### src/cache_pkg.sv
// ~~~~~~~~~~~~~~~~~~~~~~~~~~~~~~~~~~~~~~~~~~~~~~~~~~~~~~~~~~~
// l1 data cache package
// geometry, bus structs, frame and address types, control types
// ~~~~~~~~~~~~~~~~~~~~~~~~~~~~~~~~~~~~~~~~~~~~~~~~~~~~~~~~~~~
`default_nettype none

package cache_pkg;

    localparam int WORD_W         = 32;
    localparam int BYTES_PER_WORD = 4;
    localparam int BLOCK_WORDS    = 2;
    localparam int N_SETS         = 16;
    localparam int BLOCK_BITS     = $clog2(BLOCK_WORDS);
    localparam int SET_BITS       = $clog2(N_SETS);
    localparam int TAG_BITS       = WORD_W - SET_BITS - BLOCK_BITS - $clog2(BYTES_PER_WORD);

    typedef logic [WORD_W-1:0] word_t;

    typedef struct packed {
        logic [TAG_BITS-1:0]   tag;
        logic [SET_BITS-1:0]   set;
        logic [BLOCK_BITS-1:0] word;
        logic [1:0]            byte_off;
    } addr_fields_t;

    // same word seen raw or split into fields
    typedef union packed {
        word_t        raw;
        addr_fields_t f;
    } cache_addr_u;

    typedef struct packed {
        logic                       valid;
        logic                       dirty;
        logic [TAG_BITS-1:0]        tag;
        word_t [BLOCK_WORDS-1:0]    data;
    } cache_frame_t;

    typedef struct packed {
        logic                      ren;
        logic                      wen;
        word_t                     addr;
        word_t                     wdata;
        logic [BYTES_PER_WORD-1:0] byte_en;
    } bus_req_t;

    typedef struct packed {
        word_t rdata;
        logic  busy;    // low marks completion
    } bus_rsp_t;

    typedef enum logic [2:0] {
        OP_IDLE,
        OP_HIT_READ,
        OP_HIT_WRITE,
        OP_FETCH,
        OP_EVICT,
        OP_FLUSH_WB,
        OP_FLUSH_CLEAR
    } cache_op_e;

    typedef struct packed {
        cache_op_e op;
        logic      word_done;   // memory finished this word
        logic      block_done;  // and it was the last one
    } dp_ctrl_t;

    typedef struct packed {
        logic word_inc;
        logic word_clr;
        logic flush_step;
        logic flush_clr;
    } count_ctrl_t;

endpackage

`default_nettype wire

### src/block_counter.sv
// ~~~~~~~~~~~~~~~~~~~~~~~~~~~~~~~~~~~~~~~~~~~~~~~~~~~~~~~~~~~
// block word counter and flush walk counter
// word count for fill/evict, set+word walk for flush
// ~~~~~~~~~~~~~~~~~~~~~~~~~~~~~~~~~~~~~~~~~~~~~~~~~~~~~~~~~~~
`timescale 1ns/1ps
`default_nettype none

module block_counter import cache_pkg::*; (
    input  wire logic                  CLK,
    input  wire logic                  nRST,
    input  count_ctrl_t                cnt_ctrl,
    output logic [BLOCK_BITS-1:0]      word_idx,
    output logic                       word_last,
    output logic [SET_BITS-1:0]        flush_set,
    output logic [BLOCK_BITS-1:0]      flush_word,
    output logic                       flush_finish
);

    typedef struct packed {
        logic                  finish;  // carry out of the set field
        logic [SET_BITS-1:0]   set;
        logic [BLOCK_BITS-1:0] word;
    } walk_t;

    logic [BLOCK_BITS-1:0] word_cnt;
    walk_t                 walk;

    always_ff @(posedge CLK, negedge nRST) begin
        if (!nRST)
            word_cnt <= '0;
        else if (cnt_ctrl.word_clr)
            word_cnt <= '0;
        else if (cnt_ctrl.word_inc)
            word_cnt <= word_cnt + 1'b1;
    end

    // step with word_inc walks one word, alone it skips to the next set
    always_ff @(posedge CLK, negedge nRST) begin
        if (!nRST) begin
            walk <= '0;
        end else if (cnt_ctrl.flush_clr) begin
            walk <= '0;
        end else if (cnt_ctrl.flush_step) begin
            if (cnt_ctrl.word_inc)
                walk <= walk + 1'b1;    // last word carries into set
            else
                walk <= {{walk.finish, walk.set} + 1'b1, BLOCK_BITS'(0)};
        end
    end

    assign word_idx     = word_cnt;
    assign word_last    = (word_cnt == BLOCK_BITS'(BLOCK_WORDS - 1));
    assign flush_set    = walk.set;
    assign flush_word   = walk.word;
    assign flush_finish = walk.finish;

    // flush writeback moves both counters in lockstep
    a_walk_in_step: assert property (@(posedge CLK) disable iff (!nRST)
        (cnt_ctrl.flush_step && cnt_ctrl.word_inc) |-> word_cnt == walk.word);

endmodule

`default_nettype wire

### src/cache_array.sv
// ~~~~~~~~~~~~~~~~~~~~~~~~~~~~~~~~~~~~~~~~~~~~~~~~~~~~~~~~~~~
// cache frame storage, one frame per set
// combinational read, bit-masked write at the clock edge
// ~~~~~~~~~~~~~~~~~~~~~~~~~~~~~~~~~~~~~~~~~~~~~~~~~~~~~~~~~~~
`timescale 1ns/1ps
`default_nettype none

module cache_array import cache_pkg::*; (
    input  wire logic                CLK,
    input  wire logic                nRST,
    input  wire logic [SET_BITS-1:0] index,
    input  wire logic                wen,
    input  cache_frame_t             wr_frame,
    input  cache_frame_t             wr_mask,
    output cache_frame_t             rd_frame
);

    cache_frame_t         frames [N_SETS];   // tag and data live here
    logic [N_SETS-1:0]    valid_q;
    logic [N_SETS-1:0]    dirty_q;

    // status bits are kept apart so reset can clear them
    always_ff @(posedge CLK, negedge nRST) begin
        if (!nRST) begin
            valid_q <= '0;
            dirty_q <= '0;
        end else if (wen) begin
            if (wr_mask.valid)
                valid_q[index] <= wr_frame.valid;
            if (wr_mask.dirty)
                dirty_q[index] <= wr_frame.dirty;
        end
    end

    always_ff @(posedge CLK) begin
        if (wen)
            frames[index] <= (frames[index] & ~wr_mask) | (wr_frame & wr_mask);
    end

    always_comb begin
        rd_frame       = frames[index];
        rd_frame.valid = valid_q[index];
        rd_frame.dirty = dirty_q[index];
    end

endmodule

`default_nettype wire

### src/cache_datapath.sv
// ~~~~~~~~~~~~~~~~~~~~~~~~~~~~~~~~~~~~~~~~~~~~~~~~~~~~~~~~~~~
// cache datapath
// hit check, byte merge, fill/evict/flush writes, memory requests
// ~~~~~~~~~~~~~~~~~~~~~~~~~~~~~~~~~~~~~~~~~~~~~~~~~~~~~~~~~~~
`timescale 1ns/1ps
`default_nettype none

module cache_datapath import cache_pkg::*; (
    input  wire logic                  CLK,
    input  wire logic                  nRST,
    input  bus_req_t                   core_req,
    input  bus_rsp_t                   mem_rsp,
    input  dp_ctrl_t                   dp_ctrl,
    input  wire logic [BLOCK_BITS-1:0] word_idx,
    input  wire logic [SET_BITS-1:0]   flush_set,
    input  wire logic [BLOCK_BITS-1:0] flush_word,
    input  cache_frame_t               rd_frame,
    output word_t                      core_rdata,
    output logic                       hit,
    output logic                       victim_dirty,
    output logic                       frame_dirty,
    output bus_req_t                   mem_req,
    output logic [SET_BITS-1:0]        arr_index,
    output logic                       arr_wen,
    output cache_frame_t               wr_frame,
    output cache_frame_t               wr_mask
);

    cache_addr_u req_addr;  // live core address
    cache_addr_u cap_addr;  // address held over a miss
    cache_addr_u mem_addr;
    logic        miss_op;
    logic        walk_op;
    logic        frame_vd;

    assign req_addr.raw = core_req.addr;
    assign miss_op      = (dp_ctrl.op == OP_FETCH) || (dp_ctrl.op == OP_EVICT);
    assign walk_op      = (dp_ctrl.op == OP_FLUSH_WB) || (dp_ctrl.op == OP_FLUSH_CLEAR);

    always_ff @(posedge CLK, negedge nRST) begin
        if (!nRST)
            cap_addr.raw <= '0;
        else if (!miss_op && !walk_op)
            cap_addr.raw <= core_req.addr;
    end

    always_comb begin
        if (walk_op)
            arr_index = flush_set;
        else if (miss_op)
            arr_index = cap_addr.f.set;
        else
            arr_index = req_addr.f.set;
    end

    assign frame_vd     = rd_frame.valid && rd_frame.dirty;
    assign hit          = rd_frame.valid && (rd_frame.tag == req_addr.f.tag);
    assign victim_dirty = frame_vd;     // indexed by the core set in idle
    assign frame_dirty  = frame_vd;     // indexed by the walk in flush
    assign core_rdata   = rd_frame.data[req_addr.f.word];

    always_comb begin
        arr_wen          = 1'b0;
        wr_frame         = '0;
        wr_mask          = '0;
        mem_req          = '0;
        mem_req.byte_en  = '1;          // whole words toward memory
        mem_addr.raw     = '0;

        case (dp_ctrl.op)
            OP_HIT_WRITE: begin
                arr_wen = hit;
                wr_frame.data[req_addr.f.word] = core_req.wdata;
                for (int b = 0; b < BYTES_PER_WORD; b++) begin
                    if (core_req.byte_en[b])
                        wr_mask.data[req_addr.f.word][8*b +: 8] = 8'hFF;
                end
                wr_frame.dirty = 1'b1;
                wr_mask.dirty  = 1'b1;
            end
            OP_FETCH: begin
                mem_addr.f.tag  = cap_addr.f.tag;
                mem_addr.f.set  = cap_addr.f.set;
                mem_addr.f.word = word_idx;
                mem_req.ren     = 1'b1;
                mem_req.addr    = mem_addr.raw;
                arr_wen         = dp_ctrl.word_done;
                wr_frame.data[word_idx] = mem_rsp.rdata;
                wr_mask.data[word_idx]  = '1;
                if (dp_ctrl.block_done) begin
                    wr_frame.valid = 1'b1;  // tag and valid with the last word
                    wr_frame.tag   = cap_addr.f.tag;
                    wr_mask.valid  = 1'b1;
                    wr_mask.dirty  = 1'b1;
                    wr_mask.tag    = '1;
                end
            end
            OP_EVICT: begin
                mem_addr.f.tag  = rd_frame.tag;     // victim block
                mem_addr.f.set  = cap_addr.f.set;
                mem_addr.f.word = word_idx;
                mem_req.wen     = 1'b1;
                mem_req.addr    = mem_addr.raw;
                mem_req.wdata   = rd_frame.data[word_idx];
                arr_wen         = dp_ctrl.block_done;
                wr_mask.valid   = 1'b1;
                wr_mask.dirty   = 1'b1;
            end
            OP_FLUSH_WB, OP_FLUSH_CLEAR: begin
                wr_mask.valid = 1'b1;
                wr_mask.dirty = 1'b1;
                if (dp_ctrl.op == OP_FLUSH_WB && frame_vd) begin
                    mem_addr.f.tag  = rd_frame.tag;
                    mem_addr.f.set  = flush_set;
                    mem_addr.f.word = flush_word;
                    mem_req.wen     = 1'b1;
                    mem_req.addr    = mem_addr.raw;
                    mem_req.wdata   = rd_frame.data[flush_word];
                    arr_wen         = dp_ctrl.block_done;
                end else begin
                    arr_wen = 1'b1; // clean frame, just invalidate
                end
            end
            default: ;
        endcase
    end

    a_one_dir: assert property (@(posedge CLK) disable iff (!nRST)
        !(core_req.ren && core_req.wen));

endmodule

`default_nettype wire

### src/cache_fsm.sv
// ~~~~~~~~~~~~~~~~~~~~~~~~~~~~~~~~~~~~~~~~~~~~~~~~~~~~~~~~~~~
// cache controller FSM
// picks the datapath op, steps the counters, holds flush requests
// ~~~~~~~~~~~~~~~~~~~~~~~~~~~~~~~~~~~~~~~~~~~~~~~~~~~~~~~~~~~
`timescale 1ns/1ps
`default_nettype none

module cache_fsm import cache_pkg::*; (
    input  wire logic  CLK,
    input  wire logic  nRST,
    input  wire logic  flush,
    input  bus_req_t   core_req,
    input  bus_rsp_t   mem_rsp,
    input  wire logic  hit,
    input  wire logic  victim_dirty,
    input  wire logic  frame_dirty,
    input  wire logic  word_last,
    input  wire logic  flush_finish,
    output dp_ctrl_t   dp_ctrl,
    output count_ctrl_t cnt_ctrl,
    output logic       flush_done,
    output logic       core_busy
);

    typedef enum logic [1:0] {
        S_IDLE,
        S_FETCH,
        S_WB,
        S_FLUSH
    } state_e;

    state_e state, next_state;
    logic   flush_req;
    logic   flush_pend;

    assign flush_pend = flush | flush_req;

    always_ff @(posedge CLK, negedge nRST) begin
        if (!nRST) begin
            state     <= S_IDLE;
            flush_req <= 1'b0;
        end else begin
            state <= next_state;
            if (state == S_FLUSH)
                flush_req <= 1'b0;  // served
            else if (flush)
                flush_req <= 1'b1;
        end
    end

    always_comb begin
        next_state          = state;
        dp_ctrl.op          = OP_IDLE;
        dp_ctrl.word_done   = 1'b0;
        dp_ctrl.block_done  = 1'b0;
        cnt_ctrl            = '0;
        flush_done          = 1'b0;
        core_busy           = 1'b1;

        case (state)
            S_IDLE: begin
                if (flush_pend) begin
                    next_state = S_FLUSH;   // ahead of any miss
                end else if (core_req.ren || core_req.wen) begin
                    // op does not wait on hit, datapath qualifies the write
                    dp_ctrl.op = core_req.wen ? OP_HIT_WRITE : OP_HIT_READ;
                    if (hit)
                        core_busy = 1'b0;
                    else if (victim_dirty)
                        next_state = S_WB;
                    else
                        next_state = S_FETCH;
                    cnt_ctrl.word_clr = !hit;
                end
            end
            S_FETCH, S_WB: begin
                dp_ctrl.op         = (state == S_FETCH) ? OP_FETCH : OP_EVICT;
                dp_ctrl.word_done  = !mem_rsp.busy;
                dp_ctrl.block_done = !mem_rsp.busy && word_last;
                cnt_ctrl.word_inc  = dp_ctrl.word_done;
                cnt_ctrl.word_clr  = dp_ctrl.block_done;
                if (dp_ctrl.block_done)
                    next_state = (state == S_FETCH) ? S_IDLE : S_FETCH;
            end
            S_FLUSH: begin
                if (flush_finish) begin
                    dp_ctrl.op         = OP_FLUSH_CLEAR;
                    cnt_ctrl.flush_clr = 1'b1;
                    flush_done         = 1'b1;
                    next_state         = S_IDLE;
                end else begin
                    dp_ctrl.op = OP_FLUSH_WB;
                    if (frame_dirty) begin
                        dp_ctrl.word_done   = !mem_rsp.busy;
                        dp_ctrl.block_done  = !mem_rsp.busy && word_last;
                        cnt_ctrl.word_inc   = dp_ctrl.word_done;
                        cnt_ctrl.word_clr   = dp_ctrl.block_done;
                        cnt_ctrl.flush_step = dp_ctrl.word_done;
                    end else begin
                        cnt_ctrl.flush_step = 1'b1; // clean frame, skip the set
                    end
                end
            end
            default: next_state = S_IDLE;
        endcase
    end

    // the core keeps its request steady while it sees busy
    a_req_held: assert property (@(posedge CLK) disable iff (!nRST)
        ((core_req.ren || core_req.wen) && core_busy) |=> $stable(core_req));

    // a finished fill hits on the request that caused it
    a_fill_hits: assert property (@(posedge CLK) disable iff (!nRST)
        (state == S_FETCH && dp_ctrl.block_done) |=> hit);

endmodule

`default_nettype wire

### src/l1_cache.sv
// ~~~~~~~~~~~~~~~~~~~~~~~~~~~~~~~~~~~~~~~~~~~~~~~~~~~~~~~~~~~
// l1 data cache top
// direct mapped, write back, write allocate
// ~~~~~~~~~~~~~~~~~~~~~~~~~~~~~~~~~~~~~~~~~~~~~~~~~~~~~~~~~~~
`timescale 1ns/1ps
`default_nettype none

module l1_cache import cache_pkg::*; (
    input  wire logic CLK,
    input  wire logic nRST,
    input  wire logic flush,
    output logic      flush_done,
    input  bus_req_t  core_req,
    output bus_rsp_t  core_rsp,
    output bus_req_t  mem_req,
    input  bus_rsp_t  mem_rsp
);

    dp_ctrl_t              dp_ctrl;
    count_ctrl_t           cnt_ctrl;
    logic                  hit;
    logic                  victim_dirty;
    logic                  frame_dirty;
    logic [BLOCK_BITS-1:0] word_idx;
    logic                  word_last;
    logic [SET_BITS-1:0]   flush_set;
    logic [BLOCK_BITS-1:0] flush_word;
    logic                  flush_finish;
    logic [SET_BITS-1:0]   arr_index;
    logic                  arr_wen;
    cache_frame_t          wr_frame;
    cache_frame_t          wr_mask;
    cache_frame_t          rd_frame;

    cache_fsm i_cache_fsm (
        .CLK          (CLK),
        .nRST         (nRST),
        .flush        (flush),
        .core_req     (core_req),
        .mem_rsp      (mem_rsp),
        .hit          (hit),
        .victim_dirty (victim_dirty),
        .frame_dirty  (frame_dirty),
        .word_last    (word_last),
        .flush_finish (flush_finish),
        .dp_ctrl      (dp_ctrl),
        .cnt_ctrl     (cnt_ctrl),
        .flush_done   (flush_done),
        .core_busy    (core_rsp.busy)
    );

    block_counter i_block_counter (
        .CLK          (CLK),
        .nRST         (nRST),
        .cnt_ctrl     (cnt_ctrl),
        .word_idx     (word_idx),
        .word_last    (word_last),
        .flush_set    (flush_set),
        .flush_word   (flush_word),
        .flush_finish (flush_finish)
    );

    cache_datapath i_cache_datapath (
        .CLK          (CLK),
        .nRST         (nRST),
        .core_req     (core_req),
        .mem_rsp      (mem_rsp),
        .dp_ctrl      (dp_ctrl),
        .word_idx     (word_idx),
        .flush_set    (flush_set),
        .flush_word   (flush_word),
        .rd_frame     (rd_frame),
        .core_rdata   (core_rsp.rdata),
        .hit          (hit),
        .victim_dirty (victim_dirty),
        .frame_dirty  (frame_dirty),
        .mem_req      (mem_req),
        .arr_index    (arr_index),
        .arr_wen      (arr_wen),
        .wr_frame     (wr_frame),
        .wr_mask      (wr_mask)
    );

    cache_array i_cache_array (
        .CLK      (CLK),
        .nRST     (nRST),
        .index    (arr_index),
        .wen      (arr_wen),
        .wr_frame (wr_frame),
        .wr_mask  (wr_mask),
        .rd_frame (rd_frame)
    );

endmodule

`default_nettype wire

### config.mk
export PLATFORM = sky130hd
export DESIGN_NAME = l1_cache
export DESIGN_NICKNAME = d
export VERILOG_FILES = /design/src/cache_pkg.sv /design/src/block_counter.sv /design/src/cache_array.sv /design/src/cache_datapath.sv /design/src/cache_fsm.sv /design/src/l1_cache.sv
export SDC_FILE = /design/constraint.sdc
export NUM_CORES = 2
export LEC_CHECK = 0
export BUFFER_PORTS_ARGS = -buffer_cell sky130_fd_sc_hd__buf_2
export CAP_MARGIN = 40
export CORE_MARGIN = 10
export CORE_UTILIZATION = 40
export DETAILED_ROUTE_END_ITERATION = 7
export PLACE_DENSITY = 0.57
export SYNTH_ARGS = -nofsm -noshare
export SYNTH_HDL_FRONTEND = slang
export SYNTH_SLANG_ARGS = --single-unit
### constraint.sdc
create_clock -name CLK -period 13.1 [get_ports CLK]
set_input_delay 1.31 -clock CLK [delete_from_list [all_inputs] [get_ports CLK]]
set_output_delay 1.31 -clock CLK [all_outputs]
set_load 0.02 [all_outputs]
==> flow_summary.json <==
{
  "utilization_pct": 45.9,
  "synth_compound_area_share_pct": 8.49,
  "detail_route.wl_per_cell_um": 26.4,
  "post-place-ws_ns": 3.96,
  "crit_end": "core_rsp[21]",
  "io_pins": 210,
  "cap_violations": 0,
  "syn_area_mm2": 0.0634,
  "grt.total_usage_pct": 21.7,
  "cts_tree": "yes",
  "cts_sinks": 1495,
  "endpoint_kind": "output pin",
  "r2r_slack_ns": 4.27,
  "setup_viol": 0,
  "area_delta_synth_final_pct": 14.3,
  "synth_top_area_share_pct": 67.4,
  "ys.flop_type": "edfxtp_1",
  "rsz0062_at_grt": "false",
  "postCtsSetupRepairBufs": 0,
  "postCtsResizedCells": 0,
  "htreeDepth": 4,
  "grt_pass1_vias": 40600,
  "crit_top_cell": "buf_4",
  "async_reset_ff_share_pct": 4.75,
  "synth.distinct_cells": 93,
  "synth_top_cell_by_area": "edfxtp_1",
  "yosys.area_share.simple_pct": 15.4,
  "worstMarginPinSlew_ns": 0.967,
  "synth_fa_ha_area_share_pct": 0.138,
  "worstReg2RegEnd": "i_cache_array.frames[15][22]",
  "wl_mm": 196,
  "clockRootBuffer": "clkbuf_16",
  "status": "completed",
  "nets": 5331,
  "r2r-start": "i_cache_fsm.state[0]",
  "rows": 146,
  "slew_headroom_pct": 35.5,
  "slew_violations": 0,
  "worstPathRequired_ns": 11.79,
  "gp_congestion": 0.818,
  "cts_made_buffers": 158,
  "grt_overflow": 0,
  "max_freq_ghz": 0.109,
  "period_minus_slack_ns": 9.14,
  "final.period_utilization_pct": 69.8,
  "setup_slack_ns": 3.96,
  "post_drt_via_cell_ratio": 5.79,
  "reg2reg_depth": 20,
  "grt_max_degree": 188,
  "critPathLaunchType": "flip-flop",
  "synth_seq_area_share_pct": 70.2,
  "crit_chain": "inv_1 > ha_1 > buf_4 > and3_2 > a211oi_2 > o21a_1 > buf_4 > nor2_4 > buf_4 > buf_4 > buf_4 > nand2_1 > and3_1 > a311oi_1 > a311oi_1 > a31o_2 > mux2i_1 > buf_2",
  "antenna_left": 0,
  "drt-pass1-iter-count": 6,
  "drcViolationCount": 0,
  "dieArea_mm2": 0.175,
  "hold_path.class": "in2async",
  "synthCells": 5047,
  "synth-seq-cells": 1495,
  "critical_path_class": "reg2out",
  "muxShareOfSynthArea_pct": 2.66,
  "core_mm2": 0.158,
  "cts_hold_buf": 0,
  "start_util_pct": 40.1,
  "path_buf_inv": 7,
  "fin_tns_setup_ns": 0,
  "cpPeakStageDelay_ns": 0.84,
  "vias": 43000,
  "antenna_found_initial": 8,
  "die_y_um": 418,
  "crit_arrival_ns": 7.83,
  "synth_top_family_by_area": "simple AND/OR/NAND/NOR gates",
  "cts_buffer_depth": 3,
  "synth-xor-area-share_pct": 0.509,
  "num-fill-cells": 14000,
  "cp_num_cells": 18,
  "syn_area_per_cell_um2": 12.6,
  "drt_iter0_drc": 4870,
  "die_w_um": 418,
  "dp_hpwl_mm": 103,
  "synth_edf_count": 1424,
  "cp_max_fo": 63,
  "clk_latency_ns": 0.81,
  "synth.area.top_cells": "edfxtp_1 67%, nand2_1 8.3%, nand3_1 4.5%",
  "drive_gt1_share_pct": 14.5,
  "critPathTopFamily": "buffers and inverters",
  "finClkSkew_ns": 0.0387,
  "slowest_stage": "and3_2",
  "port_buffers": 201,
  "ys_warn_count": 0,
  "grt_pass1_wl_mm": 283,
  "clk_pin_slew_ns": 0.07,
  "critPathLaunch": "i_cache_fsm.state[0]",
  "hold_viol": 0
}
==> registers in the layout, summed over array words and instances, names as in the netlist <==
name                          count
i_block_counter.flush_finish      1
i_block_counter.flush_set         4
i_block_counter.flush_word        1
i_block_counter.word_idx          1
i_cache_array.dirty_q            16
i_cache_array.frames           1424
i_cache_array.valid_q            16
i_cache_datapath.cap_addr        29
i_cache_fsm.flush_req             1
i_cache_fsm.state                 2
==> layout make-up <==
type / count / area (um2) / share of cell area, %
Clock inverter: 89 / 744 / 1.03
Multi-Input combinational cell: 3176 / 17600 / 24.3
Tap cell: 2072 / 2590 / 3.58
Clock buffer: 196 / 4160 / 5.74
Antenna cell: 3 / 7.51 / 0.0104
Sequential cell: 1495 / 44500 / 61.4
Inverter: 11 / 41.3 / 0.0570
Timing Repair Buffer: 376 / 2810 / 3.87
==> placed cells by master (no fill, tap or decap), types with 97 or more instances in the layout <==
| cell | instances |
|---|---|
| a311oi_1 | 134 |
| o21ai_0 | 156 |
| buf_2 | 200 |
| mux2i_1 | 116 |
| edfxtp_1 | 1424 |
| clkbuf_16 | 161 |
| and3_1 | 97 |
| nand3_1 | 566 |
| buf_4 | 141 |
| nand2_1 | 1401 |
==> routing by layer <==
layer / vias up / global-route usage (%) / share of wire (%)
li1: 19200 / - / -
met1: 21700 / 29.8 / 42
met2: 1719 / 34.7 / 47
met3: 328 / 3.73 / 7.3
met4: 4 / 7.57 / 3.3
met5: - / 0 / 0.014
==> how the worst min path moves through the flow <==
stage / end / cells after the start
finish: i_block_counter.flush_finish / 1
global route: i_cache_datapath.cap_addr[4] / 1
CTS: i_block_counter.flush_finish / 1
detailed placement: i_cache_array.dirty_q[8] / 2
global placement: i_cache_array.valid_q[6] / 2
floorplan: i_cache_array.valid_q[6] / 2
==> stage by stage <==
step,cell area [um2],hold WS [ns],std cells
after floorplan,63400,0.465,5051
after global placement,67000,0.481,7085
after detailed placement,67600,0.490,7130
after CTS,72500,0.337,7415
after global routing,72500,0.375,7416
final,72500,0.386,7418
==> logic make-up (layout without fill, tap and decap cells) <==
kind of cell,Yosys count,in the layout
xor gates and xnor gates,36,36
and+or+nand+nor,2241,2241
muxes,160,160
adders and majority gates,7,7
DFF,1495,1495
other,2,9
buffers and inverters,380,672
AOI/OAI and AO/OA,726,726
==> cells in the mapped netlist (37+ instances only) <==
cell	n
edfxtp_1	1424
nand3_1	566
a311oi_1	134
clkbuf_1	269
nor2_1	66
a211oi_1	37
o22ai_1	44
a21oi_1	48
dfrtp_1	71
nand2_1	1402
mux2_2	41
mux2i_1	116
buf_2	38
a31o_2	70
o21ai_0	158
and3_1	98
Power is not shown: default switching activity piles up to over one toggle a cycle in this logic, so the estimate is an artifact.
